==> config.mk <==
export PLATFORM = sky130hd
export DESIGN_NAME = excUnit
export DESIGN_NICKNAME = d
export VERILOG_FILES = /design/src/source/excPkg.sv /design/src/source/excPriority.sv /design/src/source/cp0Regs.sv /design/src/source/intervalTimer.sv /design/src/source/timerBus.sv /design/src/source/excUnit.sv
export VERILOG_INCLUDE_DIRS = /design/src /design/src/source
export SDC_FILE = /design/constraint.sdc
export NUM_CORES = 1
export LEC_CHECK = 0
export CORE_UTILIZATION = 45
export CTS_BUF_LIST = sky130_fd_sc_hd__clkbuf_16
export CTS_CLUSTER_SIZE = 40
export DETAILED_ROUTE_END_ITERATION = 8
export DONT_BUFFER_PORTS = 1
export SYNTH_ARGS = -nofsm -noshare
export SYNTH_HDL_FRONTEND = slang
export SYNTH_HIERARCHICAL = 1
export SYNTH_SLANG_ARGS = --single-unit
==> constraint.sdc <==
create_clock -name clk -period 6.7 [get_ports clk]
set_input_delay 1.005 -clock clk [delete_from_list [all_inputs] [get_ports clk]]
set_output_delay 1.005 -clock clk [all_outputs]
set_load 0.02 [all_outputs]
==> src/source/excUnit_defines.svh <==
`ifndef EXC_UNIT_DEFINES_SVH
`define EXC_UNIT_DEFINES_SVH

////////////////////////////////////////////////////////////////////////////
// bus address map
////////////////////////////////////////////////////////////////////////////

`define EXC_ADDR_WIDTH 16

`define TIMER0_BASE 16'h7F00
`define TIMER1_BASE 16'h7F10

`define TIMER_CTRL_OFF   4'h0
`define TIMER_PRESET_OFF 4'h4
`define TIMER_COUNT_OFF  4'h8

////////////////////////////////////////////////////////////////////////////
// coprocessor-0 constants and field positions
////////////////////////////////////////////////////////////////////////////

`define PRID_VALUE 32'h0000_1E01

`define SR_IE    0
`define SR_EXL   1
`define SR_IM_HI 15
`define SR_IM_LO 10

`define CAUSE_EXC_HI 6
`define CAUSE_EXC_LO 2
`define CAUSE_IP_HI  15
`define CAUSE_IP_LO  10
`define CAUSE_BD     31

`endif

==> src/source/excPkg.sv <==
`default_nettype none

package excPkg;

    // exception codes as written to Cause.ExcCode
    typedef enum logic [4:0] {
        excInt     = 5'd0,
        excAdEL    = 5'd4,
        excAdES    = 5'd5,
        excSyscall = 5'd8,
        excRI      = 5'd10,
        excOv      = 5'd12,
        excNone    = 5'd31  // internal only, never recorded
    } excCode;

    typedef enum logic [4:0] {
        regSR    = 5'd12,
        regCause = 5'd13,
        regEPC   = 5'd14,
        regPRId  = 5'd15
    } cp0RegNum;

    typedef enum logic [1:0] {
        modeOneShot    = 2'd0,
        modeAutoReload = 2'd1
    } timerMode;

    typedef enum logic [1:0] {
        stIdle,
        stLoad,
        stCount,
        stDone
    } timerState;

    typedef enum logic [1:0] {
        respOkay   = 2'd0,
        respSlvErr = 2'd2,
        respDecErr = 2'd3
    } axiResp;

endpackage

`default_nettype wire

==> src/source/excPriority.sv <==
`default_nettype none

module excPriority (
    input  logic          fetchAddrErr,
    input  logic          reservedInstr,
    input  logic          syscall,
    input  logic          overflow,
    input  logic          loadAddrErr,
    input  logic          storeAddrErr,
    output excPkg::excCode excCodeSel
);

    import excPkg::*;

    // earlier pipeline stages win, so the scan order follows the pipe
    always_comb begin
        if (fetchAddrErr) begin
            excCodeSel = excAdEL;       // bad fetch address
        end else if (reservedInstr) begin
            excCodeSel = excRI;
        end else if (syscall) begin
            excCodeSel = excSyscall;
        end else if (overflow) begin
            excCodeSel = excOv;         // arithmetic overflow in execute
        end else if (loadAddrErr) begin
            excCodeSel = excAdEL;       // misaligned or bad load
        end else if (storeAddrErr) begin
            excCodeSel = excAdES;
        end else begin
            excCodeSel = excNone;
        end
    end

endmodule

`default_nettype wire

==> src/source/cp0Regs.sv <==
`default_nettype none

`include "excUnit_defines.svh"

module cp0Regs (
    input  logic              clk,
    input  logic              reset,
    input  logic              cp0WrEn,
    input  logic              eret,
    input  logic              inDelaySlot,
    input  excPkg::cp0RegNum  cp0Addr,
    input  logic [31:0]       cp0WrData,
    input  logic [31:0]       victimPc,
    input  excPkg::excCode    excCodeSel,
    input  logic [5:0]        hwInt,
    output logic [31:0]       cp0RdData,
    output logic [31:0]       epc,
    output logic              excReq
);

    import excPkg::*;

    logic [31:0] sr;
    logic [31:0] cause;
    logic        intReq;
    logic        excEvent;
    logic        exl;

    assign exl = sr[`SR_EXL];

    ////////////////////////////////////////////////////////////////////////////
    // request logic
    ////////////////////////////////////////////////////////////////////////////

    // interrupt needs global enable, a matching mask bit and no handler running
    assign intReq   = sr[`SR_IE] & ~exl & (|(hwInt & sr[`SR_IM_HI:`SR_IM_LO]));
    assign excEvent = (excCodeSel != excNone) & ~exl;
    assign excReq   = intReq | excEvent;

    ////////////////////////////////////////////////////////////////////////////
    // register updates
    ////////////////////////////////////////////////////////////////////////////

    always_ff @(posedge clk) begin
        if (reset) begin
            sr    <= 32'b0;
            cause <= 32'b0;
            epc   <= 32'b0;
        end else begin
            cause[`CAUSE_IP_HI:`CAUSE_IP_LO] <= hwInt;  // pending lines, every cycle
            if (excReq) begin
                // a delay-slot victim restarts at its branch
                epc <= inDelaySlot ? victimPc - 32'd4 : victimPc;
                cause[`CAUSE_BD] <= inDelaySlot;
                // interrupt beats a simultaneous exception
                cause[`CAUSE_EXC_HI:`CAUSE_EXC_LO] <= intReq ? excInt : excCodeSel;
                sr[`SR_EXL] <= 1'b1;
            end else if (eret) begin
                sr[`SR_EXL] <= 1'b0;            // back to user flow
            end else if (cp0WrEn) begin
                case (cp0Addr)
                    regSR:   sr  <= cp0WrData;
                    regEPC:  epc <= cp0WrData;
                    default: ;                  // Cause and PRId are read-only
                endcase
            end
        end
    end

    ////////////////////////////////////////////////////////////////////////////
    // read port
    ////////////////////////////////////////////////////////////////////////////

    always_comb begin
        case (cp0Addr)
            regSR:    cp0RdData = sr;
            regCause: cp0RdData = cause;
            regEPC:   cp0RdData = epc;
            regPRId:  cp0RdData = `PRID_VALUE;
            default:  cp0RdData = 32'b0;        // unimplemented register
        endcase
    end

endmodule

`default_nettype wire

==> src/source/intervalTimer.sv <==
`default_nettype none

`include "excUnit_defines.svh"

module intervalTimer (
    input  logic        clk,
    input  logic        reset,
    input  logic        regWrEn,
    input  logic        regRdEn,
    input  logic [3:0]  regOffset,
    input  logic [31:0] regWrData,
    output logic [31:0] regRdData,
    output logic        irq
);

    import excPkg::*;

    logic        enable;        // ctrl bit 0
    timerMode    mode;          // ctrl bits 2:1
    logic        irqMask;       // ctrl bit 3
    logic [31:0] preset;
    logic [31:0] count;
    logic        oneShotIrq;    // sticky flag after a one-shot expiry
    timerState   state;
    logic        ctrlWr;

    assign ctrlWr = regWrEn && (regOffset == `TIMER_CTRL_OFF);

    always_ff @(posedge clk) begin
        if (reset) begin
            enable     <= 1'b0;
            mode       <= modeOneShot;
            irqMask    <= 1'b0;
            preset     <= 32'b0;
            count      <= 32'b0;
            oneShotIrq <= 1'b0;
            state      <= stIdle;
        end else begin
            case (state)
                stIdle: ;
                stLoad: begin
                    count <= preset;
                    state <= stCount;
                end
                stCount: begin
                    if (count == 32'b0) begin
                        state <= stDone;
                    end else begin
                        count <= count - 32'd1;
                    end
                end
                stDone: begin
                    if (mode == modeAutoReload) begin
                        count <= preset;        // reload and keep going
                        state <= stCount;
                    end else begin
                        enable     <= 1'b0;
                        oneShotIrq <= 1'b1;
                        state      <= stIdle;
                    end
                end
            endcase

            // a ctrl write restarts or stops the timer
            if (ctrlWr) begin
                enable     <= regWrData[0];
                mode       <= timerMode'(regWrData[2:1]);
                irqMask    <= regWrData[3];
                oneShotIrq <= 1'b0;
                state      <= regWrData[0] ? stLoad : stIdle;
            end
            if (regWrEn && (regOffset == `TIMER_PRESET_OFF)) begin
                preset <= regWrData;
            end
        end
    end

    assign irq = irqMask & ((state == stDone) | oneShotIrq);

    always_comb begin
        regRdData = 32'b0;
        if (regRdEn) begin
            case (regOffset)
                `TIMER_CTRL_OFF:   regRdData = {28'b0, irqMask, mode, enable};
                `TIMER_PRESET_OFF: regRdData = preset;
                `TIMER_COUNT_OFF:  regRdData = count;
                default:           regRdData = 32'b0;
            endcase
        end
    end

endmodule

`default_nettype wire

==> src/source/timerBus.sv <==
`default_nettype none

`include "excUnit_defines.svh"

module timerBus (
    input  logic                       clk,
    input  logic                       reset,
    input  logic                       awvalid,
    input  logic                       wvalid,
    input  logic                       bready,
    input  logic                       arvalid,
    input  logic                       rready,
    input  logic [`EXC_ADDR_WIDTH-1:0] awaddr,
    input  logic [`EXC_ADDR_WIDTH-1:0] araddr,
    input  logic [31:0]                wdata,
    input  logic [3:0]                 wstrb,
    output logic                       awready,
    output logic                       wready,
    output logic                       bvalid,
    output logic                       arready,
    output logic                       rvalid,
    output excPkg::axiResp             bresp,
    output excPkg::axiResp             rresp,
    output logic [31:0]                rdata,
    output logic                       t0RegWrEn,
    output logic                       t0RegRdEn,
    output logic [3:0]                 t0RegOffset,
    output logic [31:0]                t0RegWrData,
    input  logic [31:0]                t0RegRdData,
    output logic                       t1RegWrEn,
    output logic                       t1RegRdEn,
    output logic [3:0]                 t1RegOffset,
    output logic [31:0]                t1RegWrData,
    input  logic [31:0]                t1RegRdData
);

    import excPkg::*;

    typedef enum logic [2:0] {
        busIdle,
        busWrAck,
        busWrResp,
        busRdAck,
        busRdResp
    } busState;

    localparam logic [`EXC_ADDR_WIDTH-1:0] timer0Base = `TIMER0_BASE;
    localparam logic [`EXC_ADDR_WIDTH-1:0] timer1Base = `TIMER1_BASE;

    busState state;
    logic    wrHit0, wrHit1, wrOffOk, wrOk;
    logic    rdHit0, rdHit1, rdOffOk;

    ////////////////////////////////////////////////////////////////////////////
    // address decode
    ////////////////////////////////////////////////////////////////////////////

    assign wrHit0  = awaddr[`EXC_ADDR_WIDTH-1:4] == timer0Base[`EXC_ADDR_WIDTH-1:4];
    assign wrHit1  = awaddr[`EXC_ADDR_WIDTH-1:4] == timer1Base[`EXC_ADDR_WIDTH-1:4];
    assign rdHit0  = araddr[`EXC_ADDR_WIDTH-1:4] == timer0Base[`EXC_ADDR_WIDTH-1:4];
    assign rdHit1  = araddr[`EXC_ADDR_WIDTH-1:4] == timer1Base[`EXC_ADDR_WIDTH-1:4];
    assign wrOffOk = awaddr[3:0] inside {`TIMER_CTRL_OFF, `TIMER_PRESET_OFF, `TIMER_COUNT_OFF};
    assign rdOffOk = araddr[3:0] inside {`TIMER_CTRL_OFF, `TIMER_PRESET_OFF, `TIMER_COUNT_OFF};
    assign wrOk    = wrOffOk && (&wstrb);   // full words only

    ////////////////////////////////////////////////////////////////////////////
    // transaction FSM
    ////////////////////////////////////////////////////////////////////////////

    always_ff @(posedge clk) begin
        if (reset) begin
            state <= busIdle;
            bresp <= respOkay;
            rresp <= respOkay;
        end else begin
            case (state)
                busIdle: begin
                    if (awvalid && wvalid) begin
                        state <= busWrAck;      // writes go first
                    end else if (arvalid) begin
                        state <= busRdAck;
                    end
                end
                busWrAck: begin
                    state <= busWrResp;
                    if (!(wrHit0 || wrHit1) || !wrOffOk) begin
                        bresp <= respDecErr;
                    end else if (!(&wstrb)) begin
                        bresp <= respSlvErr;
                    end else begin
                        bresp <= respOkay;
                    end
                end
                busWrResp: if (bready) state <= busIdle;
                busRdAck: begin
                    state <= busRdResp;
                    rresp <= ((rdHit0 || rdHit1) && rdOffOk) ? respOkay : respDecErr;
                end
                busRdResp: if (rready) state <= busIdle;
                default: state <= busIdle;
            endcase
        end
    end

    // held until rready, so rdata stays put
    always_ff @(posedge clk) begin
        if (state == busRdAck) begin
            rdata <= t0RegRdEn ? t0RegRdData : t1RegRdEn ? t1RegRdData : 32'b0;
        end
    end

    assign awready = state == busWrAck;
    assign wready  = state == busWrAck;
    assign bvalid  = state == busWrResp;
    assign arready = state == busRdAck;
    assign rvalid  = state == busRdResp;

    // register strobes to the timers
    assign t0RegWrEn   = (state == busWrAck) && wrHit0 && wrOk;
    assign t1RegWrEn   = (state == busWrAck) && wrHit1 && wrOk;
    assign t0RegRdEn   = (state == busRdAck) && rdHit0 && rdOffOk;
    assign t1RegRdEn   = (state == busRdAck) && rdHit1 && rdOffOk;
    assign t0RegOffset = (state == busRdAck) ? araddr[3:0] : awaddr[3:0];
    assign t1RegOffset = (state == busRdAck) ? araddr[3:0] : awaddr[3:0];
    assign t0RegWrData = wdata;
    assign t1RegWrData = wdata;

endmodule

`default_nettype wire

==> src/source/excUnit.sv <==
`default_nettype none

`include "excUnit_defines.svh"

module excUnit (
    input  logic                       clk,
    input  logic                       reset,
    input  logic                       fetchAddrErr,
    input  logic                       reservedInstr,
    input  logic                       syscall,
    input  logic                       overflow,
    input  logic                       loadAddrErr,
    input  logic                       storeAddrErr,
    input  logic [31:0]                victimPc,
    input  logic                       inDelaySlot,
    input  excPkg::cp0RegNum           cp0Addr,
    input  logic [31:0]                cp0WrData,
    input  logic                       cp0WrEn,
    input  logic                       eret,
    output logic [31:0]                cp0RdData,
    output logic [31:0]                epc,
    output logic                       excReq,
    input  logic [3:0]                 extInt,
    input  logic                       awvalid,
    output logic                       awready,
    input  logic [`EXC_ADDR_WIDTH-1:0] awaddr,
    input  logic                       wvalid,
    output logic                       wready,
    input  logic [31:0]                wdata,
    input  logic [3:0]                 wstrb,
    output logic                       bvalid,
    input  logic                       bready,
    output excPkg::axiResp             bresp,
    input  logic                       arvalid,
    output logic                       arready,
    input  logic [`EXC_ADDR_WIDTH-1:0] araddr,
    output logic                       rvalid,
    input  logic                       rready,
    output logic [31:0]                rdata,
    output excPkg::axiResp             rresp
);

    import excPkg::*;

    excCode      excCodeSel;
    logic        irq0, irq1;
    logic        t0WrEn, t0RdEn, t1WrEn, t1RdEn;
    logic [3:0]  t0Offset, t1Offset;
    logic [31:0] t0WrData, t0RdData, t1WrData, t1RdData;

    excPriority prio0 (
        .fetchAddrErr(fetchAddrErr), .reservedInstr(reservedInstr), .syscall(syscall),
        .overflow(overflow), .loadAddrErr(loadAddrErr), .storeAddrErr(storeAddrErr),
        .excCodeSel(excCodeSel)
    );

    // timers on lines 0 and 1, external pins above them
    cp0Regs cp0 (
        .clk(clk), .reset(reset), .cp0WrEn(cp0WrEn), .eret(eret),
        .inDelaySlot(inDelaySlot), .cp0Addr(cp0Addr), .cp0WrData(cp0WrData),
        .victimPc(victimPc), .excCodeSel(excCodeSel), .hwInt({extInt, irq1, irq0}),
        .cp0RdData(cp0RdData), .epc(epc), .excReq(excReq)
    );

    timerBus bus0 (
        .clk(clk), .reset(reset), .awvalid(awvalid), .wvalid(wvalid), .bready(bready),
        .arvalid(arvalid), .rready(rready), .awaddr(awaddr), .araddr(araddr),
        .wdata(wdata), .wstrb(wstrb), .awready(awready), .wready(wready),
        .bvalid(bvalid), .arready(arready), .rvalid(rvalid), .bresp(bresp),
        .rresp(rresp), .rdata(rdata),
        .t0RegWrEn(t0WrEn), .t0RegRdEn(t0RdEn), .t0RegOffset(t0Offset),
        .t0RegWrData(t0WrData), .t0RegRdData(t0RdData),
        .t1RegWrEn(t1WrEn), .t1RegRdEn(t1RdEn), .t1RegOffset(t1Offset),
        .t1RegWrData(t1WrData), .t1RegRdData(t1RdData)
    );

    intervalTimer timer0 (
        .clk(clk), .reset(reset), .regWrEn(t0WrEn), .regRdEn(t0RdEn),
        .regOffset(t0Offset), .regWrData(t0WrData), .regRdData(t0RdData), .irq(irq0)
    );

    intervalTimer timer1 (
        .clk(clk), .reset(reset), .regWrEn(t1WrEn), .regRdEn(t1RdEn),
        .regOffset(t1Offset), .regWrData(t1WrData), .regRdData(t1RdData), .irq(irq1)
    );

endmodule

`default_nettype wire

; After elaboration in Yosys (flattened, before gate mapping)
; Index checks and enable logic that the tools add are counted.
[totals]
register_bits = 257
word_cells = 184
input_bits = 157
romBits = 0
out_inout_bits = 106
n_memories = 0
latchBits = 0
ramBits = 0
[classes]
n_lt_le_gt_ge = 0
eq_ne = 39
n_bitwise = 14
mul = 0
reduce_logical = 54
n_addsub = 3
n_div = 0
shifts = 0
n_mux = 51
[op_table]
columns = cell, count
row1 = one-hot mux 32 bit (3 select lines), 4
row2 = 2-to-1 mux 32 bit, 11
row3 = one-hot mux 32 bit (4 select lines), 1
row4 = zero test 32 bit, 2
row5 = subtractor 32 x 1 -> 32 bit (second input constant), 2
row6 = equality test 12 x 11 -> 1 bit (second input constant), 4
row7 = 2-to-1 mux 5 bit, 7
row8 = subtractor 32 x 3 -> 32 bit (second input constant), 1
row9 = 2-to-1 mux 2 bit, 11
row10 = equality test 5 x 4 -> 1 bit (second input constant), 4
row11 = nonzero test 3 bit, 6
row12 = logical AND 1 bit, 15
row13 = one-hot mux 3 bit (5 select lines), 1
row14 = inequality test 2 x 1 -> 1 bit (second input constant), 7
row15 = AND reduction 2 bit, 7
row16 = equality test 4 x 3 -> 1 bit (second input constant), 3
row17 = equality test 4 bit (second input constant), 3
row18 = zero test 4 bit, 3
row19 = 2-to-1 mux 3 bit, 4
row20 = one-hot mux 2 bit (3 select lines), 2
row21 = AND reduction 3 bit, 4
row22 = 2-to-1 mux 1 bit, 9
row23 = equality test 2 x 1 -> 1 bit (second input constant), 4
row24 = equality test 2 bit (second input constant), 4
row25 = other kinds (20), 42

; Longest topological paths before layout
; Gate-level depths: netlist (run 1).
[depth]
ltp_word = 11
ltp_mapped = 11
mapped_depth_nobuf = 9

; Hierarchy
; Netlist (run 1), hierarchy kept.
[by_module_without_submodules]
columns = mod, area_per_inst_um2, instances, cells_per_inst
row1 = cp0Regs, 4489.3, 1, 509
row2 = intervalTimer at timer0, 4166.5, 1, 566
row3 = intervalTimer at timer1, 4035.1, 1, 549
row4 = timerBus, 2698.8, 1, 235
row5 = excPriority, 55.1, 1, 10

; Least setup slack after synthesis (run 1)
; No wires, ideal clock.
[synth_timing]
kind = input-to-output
from = input cp0Addr[3]
to = output cp0RdData[3]
setup_slack_ps = 3205
cell_stages = 5
t_arrival_ps = 2490
cell_sequence = nand2_1 nor3b_1 clkbuf_1 a22oi_1 o21ai_0
[synth_via]
elab_chain_len = 2
elab_cells_between_ends = 5
classes_between = eq/ne: 4 / mux: 1
[synth_lines]
columns = element, line
row1 = from (decl), excUnit.sv:16  ; input excPkg::cp0RegNum cp0Addr,
row2 = equality test 5 x 4 -> 1 bit, cp0Regs.sv:75  ; case (cp0Addr)
row3 = one-hot mux 32 bit (4 select lines) (*), cp0Regs.sv:75
row4 = to (decl), excUnit.sv:20  ; output logic [31:0] cp0RdData,
; Mark *: on every way between the ends. The rest lies on a longest branch, timed or not.

; Final worst setup path (run 1)
[layout_timing]
from = register timer1.state[0]
to = output excReq
[layout_via]
elab_chain_len = 7
[layout_lines]
columns = element, line
row1 = from (decl), intervalTimer.sv:24  ; timerState state;
row2 = from (signal assigned), intervalTimer.sv:37  ; state <= stIdle;
row3 = from (signal assigned), intervalTimer.sv:43  ; state <= stCount;
row4 = from (signal assigned), intervalTimer.sv:47  ; state <= stDone;
row5 = equality test 2 bit, intervalTimer.sv:78  ; assign irq = irqMask & ((state == stDone) | oneShotIrq);
row6 = bitwise OR 1 bit, intervalTimer.sv:78
row7 = AND 1 bit, intervalTimer.sv:78
row8 = net irq1, excUnit.sv:46  ; logic irq0, irq1;
row9 = AND 6 bit, cp0Regs.sv:36  ; assign intReq = sr[`SR_IE] & ~exl & (|(hwInt & sr[`SR_IM_HI:`SR_IM_LO]));
row10 = OR reduction 6 bit, cp0Regs.sv:36
row11 = AND 1 bit, cp0Regs.sv:36
row12 = bitwise OR 1 bit, cp0Regs.sv:38  ; assign excReq = intReq | excEvent;
row13 = to (decl), excUnit.sv:22  ; output logic excReq,
; The timed path passes the listed nets, and every way through them passes these cells.

==> summary.txt, run 1 <==
Logic synthesis
  • Leading area contributor after synthesis: dfxtp_1
  • Post-Syn Instances: 1869
  • Library cells used by synthesis: 91
  • Area share of the largest cell type after synthesis: 0.290
  • Async SR Flop Fraction: 0
  • Register area share after synthesis: 0.353
  • Syn Nets: 2035
  • Synth Area per Inst: 8.26 um^2
  • Top FF cell, synth: dfxtp_1
  • Synth Cell Area: 15400 um^2
  • Post-synth EDFFs: 32
  • #FFs+latches synth: 256
  • YS warnings: 6
  • Dominant cells by area after synthesis: dfxtp_1 (29%), mux2i_1 (6.4%), edfxtp_1 (6.2%)

Cells and area
  • Most frequent cells in the layout: nand2_1 (230), dfxtp_1 (224), a21oi_1 (159)
  • Synth-to-Final Area Change: 3.61%
  • Finished Layout Cells: 2181
  • Post-layout util: 0.476
  • Fin area: 16000 um^2
  • Antenna Cells: 0
  • Commonest non-fill, non-tap cell in the layout: nand2_1
  • Layout cells sized above 1: 0.0819
  • Nets: 1876

Timing
  • Final worst slack: 2.31 ns
  • Hold Violations, Final: 0
  • Final setup violation count: 0
  • Slew HR: 0.0624
  • Final worst path period need: around 4.4 ns
  • Worst Tran Pin Value: 1.39 ns
  • Setup tns final: 0 ns
  • Layout Skew: 0.0148 ns
  • Unrepaired setup endpoints after global routing: no
  • Tcrit/Tclk final: 0.655
  • Maximum clock rate: roughly 230 MHz
  • Final Max Slew Viols: 0

Power and ir drop
  • Net Switching: 1180 uW
  • Logic pwr share: 0.170
  • Sw Ratio: 0.299
  • Clock power frac: 0.406
  • VDD IR-drop max: 0.185 mV
  • PD cells: 246 nW/um^2
  • Sequential share of power: 0.423
  • Pint: 2760 uW
  • Static Leak: between 0.005 and 0.006 uW

Worst setup path
  • Worst setup SP type: register
  • R2R depth: 6
  • Crit Path Class: register to primary output
  • CP Capture Type: primary output
  • Max FO, Critical Path: 45
  • WP data arrival: ~3.4 ns
  • Crit path required time: 5.69 ns

Hold path
  • Tightest Hold Check Type: register to register
  • Worst hold stages: 2

Global routing
  • Largest net degree at the start of global routing: 252
  • Initial antenna violation count: 0
  • First-pass GRT wire length: approximately 75000 um
  • GRT overflow: 0
  • Tot GR Track Use: 0.272
  • Vias in the first global route: 13000

Floorplan
  • # IOs: 263
  • Die W: 187 um
  • Die Area: 35100 um^2
  • Row Count: 67
  • Die outline height: 187 um
  • Initial Utilization: 0.459
  • Area of the core: roughly 34000 um^2

CTS
  • CTS tree: built
  • Post-CTS Setup Inserts: 0
  • Hold-fix buffers, CTS: 0
  • Post_cts resized: 0
  • CTS Buf Count: 30
  • Clock Sinks: 256
  • CTS HTree Levels: 1
  • Clock Root Buffer: clkbuf_16
  • CTS clk-pin slew, worst paths: 0.06 ns
  • Worst-Skew Late Latency: 0.56 ns
  • Clk buf depth: 3

Place
  • HPWL after DPL: about 35000 um
  • GPL Wtd Cong: 0.905
  • Post-Place Setup Slack: 2.35 ns
  • I/O Buffers: 0
  • Area after DPL: 15000 um^2
  • Placed cell count: approximately 2100

Route
  • Post-route ant nets: 0
  • DR vias: 13700
  • Initial drt markers: 1230
  • Total wire length: 49700 um
  • Vias/cell: 6.28
  • Routed wire per std cell: 22.8 um
  • First-pass DRT Iterations: 6
  • Drt drc: 0

Outcome
  • Run status: complete, no violations

Run
  • Reported max-cap violation count: 0
==> path summary, 6_finish.rpt <==
check	slack, ns	endpoint	startpoint
worst max-delay path	2.31	excReq	timer1/state[0]
worst min register to register	0.46	cp0/cause[4]	cp0/cause[4]
worst min-delay path	0.46	cp0/cause[4]	cp0/cause[4]
worst max register to register	2.52	timer1/preset[9]	bus0/state[0]
==> layout make-up <==
class | instances | area [um^2]
Inverter | 28 | 110
Clock buffer | 31 | 776
Clock inverter | 24 | 181
Timing Repair Buffer | 20 | 150
Sequential cell | 256 | 5450
Multi-Input combinational cell | 1374 | 8780
Fill cell | 3289 | 17600
Tap cell | 448 | 561
==> cell families after synthesis <==
logic type | count (synthesis) | synth area share
AOI/OAI and AO/OA | 473 | 0.201
muxes | 102 | 0.0663
adders and majority gates | 9 | 0.00729
and+or+nand+nor | 762 | 0.274
buffers and inverters | 239 | 0.0826
xor gates and xnor gates | 28 | 0.0159
DFF | 256 | 0.353
==> Yosys cell counts, types with 9 or more instances <==
| library cell | n |
|---|---|
| buf_6 | 9 |
| o21ai_0 | 51 |
| o211ai_1 | 9 |
| ha_1 | 9 |
| a21oi_1 | 160 |
| nor2_1 | 141 |
| nor3_1 | 36 |
| nor3_2 | 30 |
| o32ai_1 | 11 |
| a31oi_1 | 18 |
| clkbuf_1 | 93 |
| a211oi_1 | 55 |
| nor2b_1 | 48 |
| nor4_1 | 36 |
| buf_1 | 13 |
| nand2_1 | 230 |
| mux2i_1 | 99 |
| o21ai_1 | 9 |
| o31ai_1 | 13 |
| nand4_1 | 19 |
| buf_4 | 74 |
| inv_1 | 24 |
| nand2b_1 | 77 |
| a22oi_1 | 79 |
| or3_1 | 19 |
| xnor2_1 | 23 |
| buf_2 | 22 |
| nand3_1 | 35 |
| dfxtp_1 | 224 |
| or4_1 | 13 |
| edfxtp_1 | 32 |
==> per-layer routing <==
metal  track usage  part of all wire  vias up
met5             0                 0        -
li1              -                 -     6423
met3        0.0734             0.092       81
met2         0.459              0.47      586
met4        0.0722             0.027        0
met1         0.339              0.41     6608
==> per-stage QoR <==
stage          hold slack (ns)  total power [uW]
4_1_cts                  0.454              3950
6_report                 0.456              3940
3_3_place_gp             0.440              2350
5_1_grt                  0.477              4090
3_5_place_dp             0.446              2350
2_1_floorplan            0.432              2250
==> state kept, by name, summed over array words and instances, names as in the netlist, 2 cells and up <==
register       count
bus0/bresp         2
bus0/rdata        32
bus0/state         3
cp0/cause         12
cp0/epc           32
cp0/sr            32
timer0/count      32
timer0/mode        2
timer0/preset     32
timer0/state       2
timer1/count      32
timer1/mode        2
timer1/preset     32
timer1/state       2
==> power by group through the flow <==
stage	clock, uW	sequential (uW)	combinational, uW
after floorplan	0	1680	571
after global placement	0	1700	649
after detailed placement	0	1700	654
after CTS	1630	1670	657
after global routing	1690	1670	726
final	1600	1670	670
==> critical path, stage by stage, from the launching register on <==
cell	delay [ns]
dfxtp_1	0.34
ha_1	0.27
o21a_1	0.23
a22o_1	0.27
o31ai_4	0.38
a31o_1	0.96
inv_2	0.03
buf_4	0.32
Note: power is estimated with default switching activity, not from simulation.
==> inputs of run 2 (changes only) <==
==> constraint.sdc (replaced) <==
create_clock -name clk -period 3.9 [get_ports clk]
set_input_delay 0.585 -clock clk [delete_from_list [all_inputs] [get_ports clk]]
set_output_delay 0.585 -clock clk [all_outputs]
set_load 0.02 [all_outputs]
==> summary.txt, run 2 (same netlist as run 1, synthesis figures left out) <==
Cells and area
  • Finished Layout Cells: 2209 (+1.3%)
  • Most frequent cells in the layout: nand2_1 (230), dfxtp_1 (224), a21oi_1 (159)
  • Antenna Cells: 0 (unchanged)
  • Layout cells sized above 1: 0.0994 (+0.0174)
  • Synth-to-Final Area Change: 4.87%
  • Fin area: 16200 um^2 (+1.2%)
  • Commonest non-fill, non-tap cell in the layout: nand2_1
  • Nets: 1906 (+1.6%)

Place
  • GPL Wtd Cong: 0.941 (+4.0%)
  • HPWL after DPL: 36400 um (+3.2%)
  • Placed cell count: 2156 (+1.4%)
  • I/O Buffers: 0 (unchanged)
  • Area after DPL: 15300 um^2 (+1.5%)
  • Post-Place Setup Slack: 0.818 ns (-1.53 ns)

Route
  • Routed wire per std cell: 22.8 um (+0.15%)
  • DR top layer: met5
  • Post-route ant nets: 0 (unchanged)
  • Met3 WL: 5360 um (+17%)
  • Initial drt markers: 1142 (-7.2%)
  • DR vias: 13900 (+1.3%)
  • Total wire length: 50400 um (+1.4%)
  • Drt drc: 0 (unchanged)
  • Metal2 WL: 23500 um (+0.53%)
  • Routed length on met1: 20100 um (-1.5%)
  • Vias/cell: 6.28 (about the same)
  • First-pass DRT Iterations: 7 (+1)

Global routing
  • Largest net degree at the start of global routing: 252 (unchanged)
  • First-pass GRT wire length: 77400 um (+2.5%)
  • Vias in the first global route: 13400 (+3.1%)
  • Tot GR Track Use: 0.278 (+0.00654)
  • GRT overflow: 0 (unchanged)
  • Initial antenna violation count: 3 (+3)

CTS
  • CTS HTree Levels: 1 (unchanged)
  • Clk buf depth: 3 (unchanged)
  • Hold-fix buffers, CTS: 0 (unchanged)
  • Clock Root Buffer: clkbuf_16
  • Post-CTS Setup Inserts: 0 (unchanged)
  • Clock Sinks: 256 (unchanged)
  • CTS Buf Count: 30 (unchanged)
  • Post_cts resized: 0 (unchanged)
  • CTS clk-pin slew, worst paths: 0.06 ns (about the same)
  • CTS tree: built
  • Worst-Skew Late Latency: 0.57 ns (about the same)

Power and ir drop
  • PD cells: 418 nW/um^2 (+70%)
  • Static Leak: 0.00513 uW (+2.3%)
  • VDD IR-drop max: 0.376 mV (+100%)

Worst setup path
  • Crit Path Class: register to primary output
  • Worst path bufs/invs: 1 (-1)
  • Critical-path cell list: ha_1, o21a_1, a22o_1, o31ai_4, a31o_1, inv_2
  • Crit path required time: 3.31 ns (-2.38 ns)
  • CP Capture Type: primary output
  • WP data arrival: 2.67 ns (-0.71 ns)
  • Flop-to-flop setup slack: 0.89 ns (-1.63 ns)
  • Reg-to-Reg Start: timer1/count[0]
  • CP Launch Point: timer0/state[0]
  • CP top delay family: compound AO/OA/AOI/OAI gates
  • Max FO, Critical Path: 45 (unchanged)
  • Slowest stage delay, CP: 0.64 ns (-0.32 ns)
  • Slowest stage cell on the critical path: inv_2
  • Worst setup SP type: register

Run
  • Reported max-cap violation count: 0 (unchanged)

Floorplan
  • Row Count: 67 (unchanged)
  • Die outline height: 187 um (unchanged)
  • Area of the core: 33600 um^2 (unchanged)
  • # IOs: 263 (unchanged)
  • Die W: 187 um (unchanged)
  • Initial Utilization: 0.459 (unchanged)
  • Die Area: 35100 um^2 (unchanged)

Timing
  • Final worst slack: 0.644 ns (-1.67 ns)
  • Tcrit/Tclk final: 0.835
  • Final worst path period need: 3.26 ns
  • Unrepaired setup endpoints after global routing: no
  • Layout Skew: 0.00946 ns (-0.00537 ns)
  • Final Max Slew Viols: 0 (unchanged)
  • Setup tns final: 0 ns (unchanged)
  • Final setup violation count: 0 (unchanged)
  • Worst Tran Pin Value: 0.925 ns (-0.468 ns)
  • Maximum clock rate: 307 MHz
  • Hold Violations, Final: 0 (unchanged)
  • Slew HR: 0.383 (+0.321)

Hold path
  • Tightest Hold Check Type: primary input to register
  • Hold Startpoint: reset

Outcome
  • Run status: complete, no violations
## run 2: cell count changes in the layout (fill, tap and decap cells not counted), sizes merged
cell / change
inv: -6
clkinvlp: +1
bufinv: -1
clkinv: +4
buf: +30
## run 2: layout make-up
type | count | area (um^2)
clock buffer | 31 | 776
clock inverter | 22 | 151
fill | 3352 | 17400
inverter | 28 | 110
multi-input combinational | 1374 | 8780
sequential | 256 | 5450
tap | 448 | 561
timing repair buffer | 50 | 375
## run 2: metrics by stage
step | total power, uW | util | hold slack, ns
2_1_floorplan | 3870 | - | 0.432
3_3_place_gp | 4070 | 0.454 | 0.442
3_5_place_dp | 4090 | 0.454 | 0.446
4_1_cts | 6790 | 0.482 | 0.0931
5_1_grt | 7040 | 0.482 | 0.0932
6_report | 6780 | 0.482 | 0.118
## run 2: layer usage
metal,global-route usage,vias to the layer above
li1,-,6500
met1,0.342,6656
met2,0.459,627
met3,0.0919,94
met4,0.0839,4
met5,0,-
## run 2: final timing paths
kind                  endpoint  depth (start not counted)
max                     excReq                          6
min          timer1/preset[20]                          1
max reg2reg   timer1/count[12]                          7
min reg2reg       cp0/cause[4]                          2
## run 2: report_power, final
group	total [uW]	switching [uW]	leakage [uW]	internal (uW)
Clock	2710	1150	0.000480	1550
Combinational	1200	783	0.00255	416
Sequential	2870	132	0.00210	2740
Total	6780	2070	0.00513	4710
